<file path="src/uart_pkg.sv">
package uart_pkg;

  // command and character sizes
  parameter int cmd_width  = 16;
  parameter int data_width = 8;

  // start + 8 data + parity + stop
  parameter int frame_bits = 11;

  typedef enum logic [2:0] {
    seq_idle,
    seq_send_hi,
    seq_wait_hi,
    seq_send_lo,
    seq_wait_lo
  } seq_state_t;

  typedef enum logic [2:0] {
    tx_idle,
    tx_start,
    tx_data,
    tx_parity,
    tx_stop
  } tx_state_t;

  typedef enum logic [2:0] {
    rx_idle,
    rx_start,
    rx_data,
    rx_parity,
    rx_stop
  } rx_state_t;

  // one when the byte holds an even number of ones
  function automatic logic odd_parity(input logic [data_width-1:0] d);
    return ~^d;
  endfunction

endpackage

</file>
<file path="src/uart_bridge.sv">
`timescale 1ns/1ps

module uart_bridge #(
  parameter int clks_per_bit = 434
) (
  input  logic                           clk,
  input  logic                           rst_n,
  input  logic [uart_pkg::cmd_width-1:0] cmd_in,
  input  logic                           cmd_vld,
  output logic                           cmd_rdy,
  input  logic                           rx,
  output logic                           tx,
  output logic [uart_pkg::data_width:0]  read_data,
  output logic                           read_rdy
);
  import uart_pkg::*;

  // sequencer to transmitter
  logic [data_width-1:0] byte_data;
  logic                  byte_start;
  logic                  byte_done;

  uart_cmd_sequencer u_cmd_sequencer (
    .clk        (clk),
    .rst_n      (rst_n),
    .cmd_in     (cmd_in),
    .cmd_vld    (cmd_vld),
    .byte_done  (byte_done),
    .cmd_rdy    (cmd_rdy),
    .byte_data  (byte_data),
    .byte_start (byte_start)
  );

  uart_tx_frame #(
    .clks_per_bit (clks_per_bit)
  ) u_tx_frame (
    .clk        (clk),
    .rst_n      (rst_n),
    .byte_data  (byte_data),
    .byte_start (byte_start),
    .tx         (tx),
    .byte_done  (byte_done)
  );

  uart_rx_frame #(
    .clks_per_bit (clks_per_bit)
  ) u_rx_frame (
    .clk       (clk),
    .rst_n     (rst_n),
    .rx        (rx),
    .read_data (read_data),
    .read_rdy  (read_rdy)
  );

endmodule

</file>
<file path="src/uart_cmd_sequencer.sv">
`timescale 1ns/1ps

module uart_cmd_sequencer (
  input  logic                            clk,
  input  logic                            rst_n,
  input  logic [uart_pkg::cmd_width-1:0]  cmd_in,
  input  logic                            cmd_vld,
  input  logic                            byte_done,
  output logic                            cmd_rdy,
  output logic [uart_pkg::data_width-1:0] byte_data,
  output logic                            byte_start
);
  import uart_pkg::*;

  seq_state_t           state;
  seq_state_t           state_nxt;
  logic [cmd_width-1:0] cmd_reg;
  logic                 accept;

  assign accept = cmd_vld && cmd_rdy;

  always_comb begin
    state_nxt = state;
    case (state)
      seq_idle: begin
        if (accept) begin
          state_nxt = seq_send_hi;
        end
      end
      seq_send_hi: state_nxt = seq_wait_hi;
      seq_wait_hi: begin
        if (byte_done) begin
          state_nxt = seq_send_lo;
        end
      end
      seq_send_lo: state_nxt = seq_wait_lo;
      seq_wait_lo: begin
        if (byte_done) begin
          state_nxt = seq_idle;
        end
      end
      default: state_nxt = seq_idle;
    endcase
  end

  always_ff @(posedge clk or negedge rst_n) begin
    if (!rst_n) begin
      state   <= seq_idle;
      cmd_rdy <= 1'b1;
    end else begin
      state <= state_nxt;
      if (accept) begin
        cmd_rdy <= 1'b0;
      end else if (state == seq_wait_lo && byte_done) begin
        cmd_rdy <= 1'b1;
      end
    end
  end

  // command held until the low byte has gone out
  always_ff @(posedge clk) begin
    if (accept) begin
      cmd_reg <= cmd_in;
    end
  end

  assign byte_start = (state == seq_send_hi) || (state == seq_send_lo);
  assign byte_data  = (state == seq_send_lo) ? cmd_reg[data_width-1:0]
                                             : cmd_reg[cmd_width-1 -: data_width];

  a_rdy_only_idle: assert property (@(posedge clk) disable iff (!rst_n)
    cmd_rdy == (state == seq_idle));

  a_start_gap: assert property (@(posedge clk) disable iff (!rst_n)
    byte_start |=> !byte_start);

endmodule

</file>
<file path="src/uart_rx_frame.sv">
`timescale 1ns/1ps

module uart_rx_frame #(
  parameter int clks_per_bit = 434
) (
  input  logic                          clk,
  input  logic                          rst_n,
  input  logic                          rx,
  output logic [uart_pkg::data_width:0] read_data,
  output logic                          read_rdy
);
  import uart_pkg::*;

  localparam int cnt_w = $clog2(clks_per_bit);
  localparam int bit_w = $clog2(frame_bits);
  localparam logic [cnt_w-1:0] last_cnt  = cnt_w'(clks_per_bit - 1);
  localparam logic [cnt_w-1:0] half_cnt  = cnt_w'(clks_per_bit / 2 - 1);
  localparam logic [bit_w-1:0] last_data = bit_w'(data_width);

  rx_state_t             state;
  logic                  rx_meta;
  logic                  rx_sync;
  logic                  rx_prev;
  logic [cnt_w-1:0]      clk_cnt;
  logic [bit_w-1:0]      bit_cnt;
  logic [data_width-1:0] shreg;
  logic                  par_err;
  logic                  fall;
  logic                  mid_bit;

  // two-flop synchronizer, line idles high
  always_ff @(posedge clk or negedge rst_n) begin
    if (!rst_n) begin
      rx_meta <= 1'b1;
      rx_sync <= 1'b1;
      rx_prev <= 1'b1;
    end else begin
      rx_meta <= rx;
      rx_sync <= rx_meta;
      rx_prev <= rx_sync;
    end
  end

  assign fall    = rx_prev && !rx_sync;
  assign mid_bit = clk_cnt == last_cnt;

  always_ff @(posedge clk or negedge rst_n) begin
    if (!rst_n) begin
      state     <= rx_idle;
      clk_cnt   <= '0;
      bit_cnt   <= '0;
      read_data <= '0;
      read_rdy  <= 1'b0;
    end else begin
      read_rdy <= 1'b0;
      clk_cnt  <= clk_cnt + 1'b1;
      case (state)
        rx_idle: begin
          clk_cnt <= '0;
          if (fall) begin
            state <= rx_start;
          end
        end
        rx_start: begin
          // half-bit offset, then full bit steps from the start middle
          if (clk_cnt == half_cnt) begin
            clk_cnt <= '0;
            bit_cnt <= 'd1;
            state   <= rx_sync ? rx_idle : rx_data;
          end
        end
        rx_data: begin
          if (mid_bit) begin
            clk_cnt <= '0;
            bit_cnt <= bit_cnt + 1'b1;
            if (bit_cnt == last_data) begin
              state <= rx_parity;
            end
          end
        end
        rx_parity: begin
          if (mid_bit) begin
            clk_cnt <= '0;
            state   <= rx_stop;
          end
        end
        rx_stop: begin
          if (mid_bit) begin
            read_data <= {par_err | !rx_sync, shreg};
            read_rdy  <= 1'b1;
            state     <= rx_idle;
          end
        end
        default: state <= rx_idle;
      endcase
    end
  end

  // lsb first, so new bits enter at the top
  always_ff @(posedge clk) begin
    if (state == rx_data && mid_bit) begin
      shreg <= {rx_sync, shreg[data_width-1:1]};
    end
    if (state == rx_parity && mid_bit) begin
      par_err <= rx_sync ^ odd_parity(shreg);
    end
  end

  a_rdy_pulse: assert property (@(posedge clk) disable iff (!rst_n)
    read_rdy |=> !read_rdy);

endmodule

</file>
<file path="src/uart_tx_frame.sv">
`timescale 1ns/1ps

module uart_tx_frame #(
  parameter int clks_per_bit = 434
) (
  input  logic                            clk,
  input  logic                            rst_n,
  input  logic [uart_pkg::data_width-1:0] byte_data,
  input  logic                            byte_start,
  output logic                            tx,
  output logic                            byte_done
);
  import uart_pkg::*;

  localparam int cnt_w = $clog2(clks_per_bit);
  localparam int bit_w = $clog2(frame_bits);
  localparam logic [cnt_w-1:0] last_cnt  = cnt_w'(clks_per_bit - 1);
  localparam logic [bit_w-1:0] last_data = bit_w'(data_width);

  tx_state_t           state;
  logic [cnt_w-1:0]    clk_cnt;
  logic [bit_w-1:0]    bit_cnt;
  logic [data_width:0] shreg;
  logic                bit_end;

  assign bit_end   = (state != tx_idle) && (clk_cnt == last_cnt);
  assign byte_done = (state == tx_stop) && (clk_cnt == last_cnt);

  always_ff @(posedge clk or negedge rst_n) begin
    if (!rst_n) begin
      state   <= tx_idle;
      clk_cnt <= '0;
      bit_cnt <= '0;
      tx      <= 1'b1;
    end else if (state == tx_idle) begin
      if (byte_start) begin
        state   <= tx_start;
        clk_cnt <= '0;
        bit_cnt <= '0;
        tx      <= 1'b0;
      end
    end else if (!bit_end) begin
      clk_cnt <= clk_cnt + 1'b1;
    end else begin
      clk_cnt <= '0;
      bit_cnt <= bit_cnt + 1'b1;
      case (state)
        tx_start: begin
          tx    <= shreg[0];
          state <= tx_data;
        end
        tx_data: begin
          // after the last data bit shreg[0] is the parity bit
          tx <= shreg[0];
          if (bit_cnt == last_data) begin
            state <= tx_parity;
          end
        end
        tx_parity: begin
          tx    <= 1'b1;
          state <= tx_stop;
        end
        default: state <= tx_idle;
      endcase
    end
  end

  // parity rides above the data so it shifts out right after bit 7
  always_ff @(posedge clk) begin
    if (state == tx_idle && byte_start) begin
      shreg <= {odd_parity(byte_data), byte_data};
    end else if (bit_end && (state == tx_start || state == tx_data)) begin
      shreg <= shreg >> 1;
    end
  end

  a_start_when_idle: assert property (@(posedge clk) disable iff (!rst_n)
    byte_start |-> state == tx_idle);

  a_done_pulse: assert property (@(posedge clk) disable iff (!rst_n)
    byte_done |=> !byte_done);

endmodule
</file>
<file path="config.mk">
export PLATFORM = sky130hd
export DESIGN_NAME = uart_bridge
export DESIGN_NICKNAME = d
export VERILOG_FILES = /design/src/uart_pkg.sv /design/src/uart_bridge.sv /design/src/uart_cmd_sequencer.sv /design/src/uart_rx_frame.sv /design/src/uart_tx_frame.sv
export SDC_FILE = /design/constraint.sdc
export NUM_CORES = 1
export LEC_CHECK = 0
export ABC_AREA = 1
export ABC_CLOCK_PERIOD_IN_PS = 3000
export BUFFER_PORTS_ARGS = -buffer_cell sky130_fd_sc_hd__buf_2
export CORE_MARGIN = 8
export CORE_UTILIZATION = 46
export DETAILED_ROUTE_END_ITERATION = 7
export GPL_TIMING_DRIVEN = 0
export PLACE_DENSITY_LB_ADDON = 0.1
export RECOVER_POWER = 100
export SYNTH_ARGS = -nofsm -noshare
export SYNTH_HDL_FRONTEND = slang
export SYNTH_SLANG_ARGS = --single-unit
</file>
<file path="constraint.sdc">
create_clock -name clk -period 3 [get_ports clk]
set_input_delay 0.6 -clock clk [delete_from_list [all_inputs] [get_ports clk]]
set_output_delay 0.6 -clock clk [all_outputs]
set_load 0.02 [all_outputs]
</file>
==> results.ini <==
[placed_design]
port_buffers = 31
place_congestion = 0.776
place_area_um2 = 4360
place_hpwl_um = 5150

[final_layout]
fin_nets = 523
largest_register_ff_count = 16
antenna_cells = 0
nFillCells = 841
finalInstanceArea_um2 = 4520
area_delta_synth_final_pct = 10.9
drive_gt1_frac = 0.104
post-route-util = 0.523

[power_and_ir_drop]
vdd.ir_drop.worst_v = 0.000412
power_density_nw_per_um2 = 723
power.leakage_uw = 0.00213

[routing]
routed_via_density = 4.76
drc_errors = 0
routed_wl_um = 7070
ant_nets = 0
vias = 2888
dr.first_iter.drc_count = 119
dr.pass1.iters = 4
wl_per_cell_um = 11.6

[clock_network]
htreeDepth = 3
cts_sinks = 84
post_cts_buffers = 0
path_clk_slew_ns = 0.09
cts_tree = built
root_buffer = clkbuf_8
cts_resized = 0
cts_buffers = 9
clkLatencyLatePin_ns = 0.35
clock_path_buffers = 2
cts_hold_buf = 0

[critical_path]
r2r_slack_ns = 0.57
slowest_delay_ns = 0.51
crit_type = reg2reg
cpLargestDelayFamily = simple AND/OR/NAND/NOR gates
reg2reg_depth = 8
start_kind = flip-flop
path_max_fanout = 10
crit_slowest_cell = o21ai_0
critical_path_arrival_ns = 2.39
cp.depth = 8
critical_path_buf_inv_count = 4
worstPathRequired_ns = 2.96
path_cells = nor2_1 > inv_2 > nor2_1 > inv_1 > nor2_4 > inv_2 > clkbuf_1 > o21ai_0
end_kind = flip-flop

[timing]
setup_tns_ns = 0
rsz0062_at_grt = false
tightest_slew_ns = 1.26
fmax_mhz = 412
finClkSkew_ns = 0.0106
period_share = 0.810
finalMaxSlewViolations = 0
hold_viol_final = 0
setup_viol = 0
slew_headroom = 0.157
fin_crit_ns = 2.43

[floorplanning]
fp.dieW_um = 110
die_height_um = 110
coreArea_um2 = 8640
io_pins = 32
rows = 34
fp.dieArea_um2 = 12100
start_util = 0.472

[grt]
grt_pass1_vias = 2823
antenna_found_initial = 0
grt_pass1_wl_um = 12500
overflow = 0
track_usage = 0.129
grt_max_degree = 51

[yosys]
syn-num-nets = 481
async_flop_share = 0.595
ys.flop_type = dfrtp_1
ys_seq_area_frac = 0.559
yosysMostFrequentCell = nand2_1
syn_avg_cell_area_um2 = 9.01
synth_common_cells = nand2_1, inv_1, dfrtp_1
ys_top_cells_by_area = dfrtp_1, edfxtp_1, nand2_1
synth-edff-count = 34
yosysTopAreaCell = dfrtp_1
synth_cell_types = 36
synth_area_um2 = 4070
yosysWarnings = 0
ys_seq_elements = 84
synth_top_area_frac = 0.276
syn_inst = 452

[status]
status = complete, no violations

[job]
maxCapViolCount = 0

[worst_hold_path]
hold_depth = 1
holdCritPathClass = in2reg

[cell type report]
type                            instances  area (µm²)  share of cell area
Clock buffer                            9         124              0.0274
Timing Repair Buffer                   31         140              0.0310
Multi-Input combinational cell        301        1460               0.323
Inverter                               61         236              0.0524
Buffer                                  6        45.0             0.00997
Tap cell                              108         135              0.0299
Clock inverter                          7        98.8              0.0219
Sequential cell                        84        2280               0.504
[report_power, final]
part | switching [µW] | internal [µW] | leakage, µW
sequential | 101 | 1340 | 0.000961
combinational | 601 | 317 | 0.00106
clock | 427 | 475 | 0.000110
total | 1130 | 2130 | 0.00213
[per-layer routing]
layer | track usage | routed length, µm
met4 | 0.0609 | 59
met1 | 0.167 | 3600
met5 | 0 | 0
met3 | 0.0285 | 252
met2 | 0.202 | 3160
[cell families (layout without fill, tap and decap cells)]
kind of cell    after synthesis  count (layout)  share of synthesized area
compound gates               46              46                     0.0605
xor+xnor                     12              12                     0.0258
fa+ha+maj                     9               9                     0.0277
buf+inv                      67             114                     0.0713
flops                        84              84                      0.559
simple gates                234             234                      0.255
[final timing paths]
check	from	end
worst max register to register	u_tx_frame.state[0]	u_tx_frame.shreg[7]
worst min register to register	u_rx_frame.rx_meta	u_rx_frame.rx_sync
max in group asynchronous	rst_n	u_tx_frame.state[1]
worst min-delay path	rx	u_rx_frame.rx_meta
min in group asynchronous	rst_n	u_tx_frame.clk_cnt[3]
worst max-delay path	u_tx_frame.state[0]	u_tx_frame.shreg[7]
[placed cells by master, fill, tap and decap left out, drive strengths merged, types with 8 or more instances in the layout]
cell type,synthesis,final
dfrtp,45,45
nand4,9,9
buf,6,21
nor2,43,43
nand2,144,144
clkbuf,0,25
a21oi,8,8
o21ai,28,28
inv,61,63
ha,9,9
edfxtp,34,34
nand3,22,22
[per-stage QoR]
stage,total power [µW],instances,setup slack (ns),hold WS [ns]
4_1_cts,3360,607,0.697,0.316
6_report,3260,607,0.571,0.337
3_3_place_gp,2420,591,0.772,0.349
2_1_floorplan,2220,452,1.11,0.304
5_1_grt,3510,607,0.323,0.318
3_5_place_dp,2440,591,0.751,0.349
No activity file was read; power rests on OpenSTA's default activity.
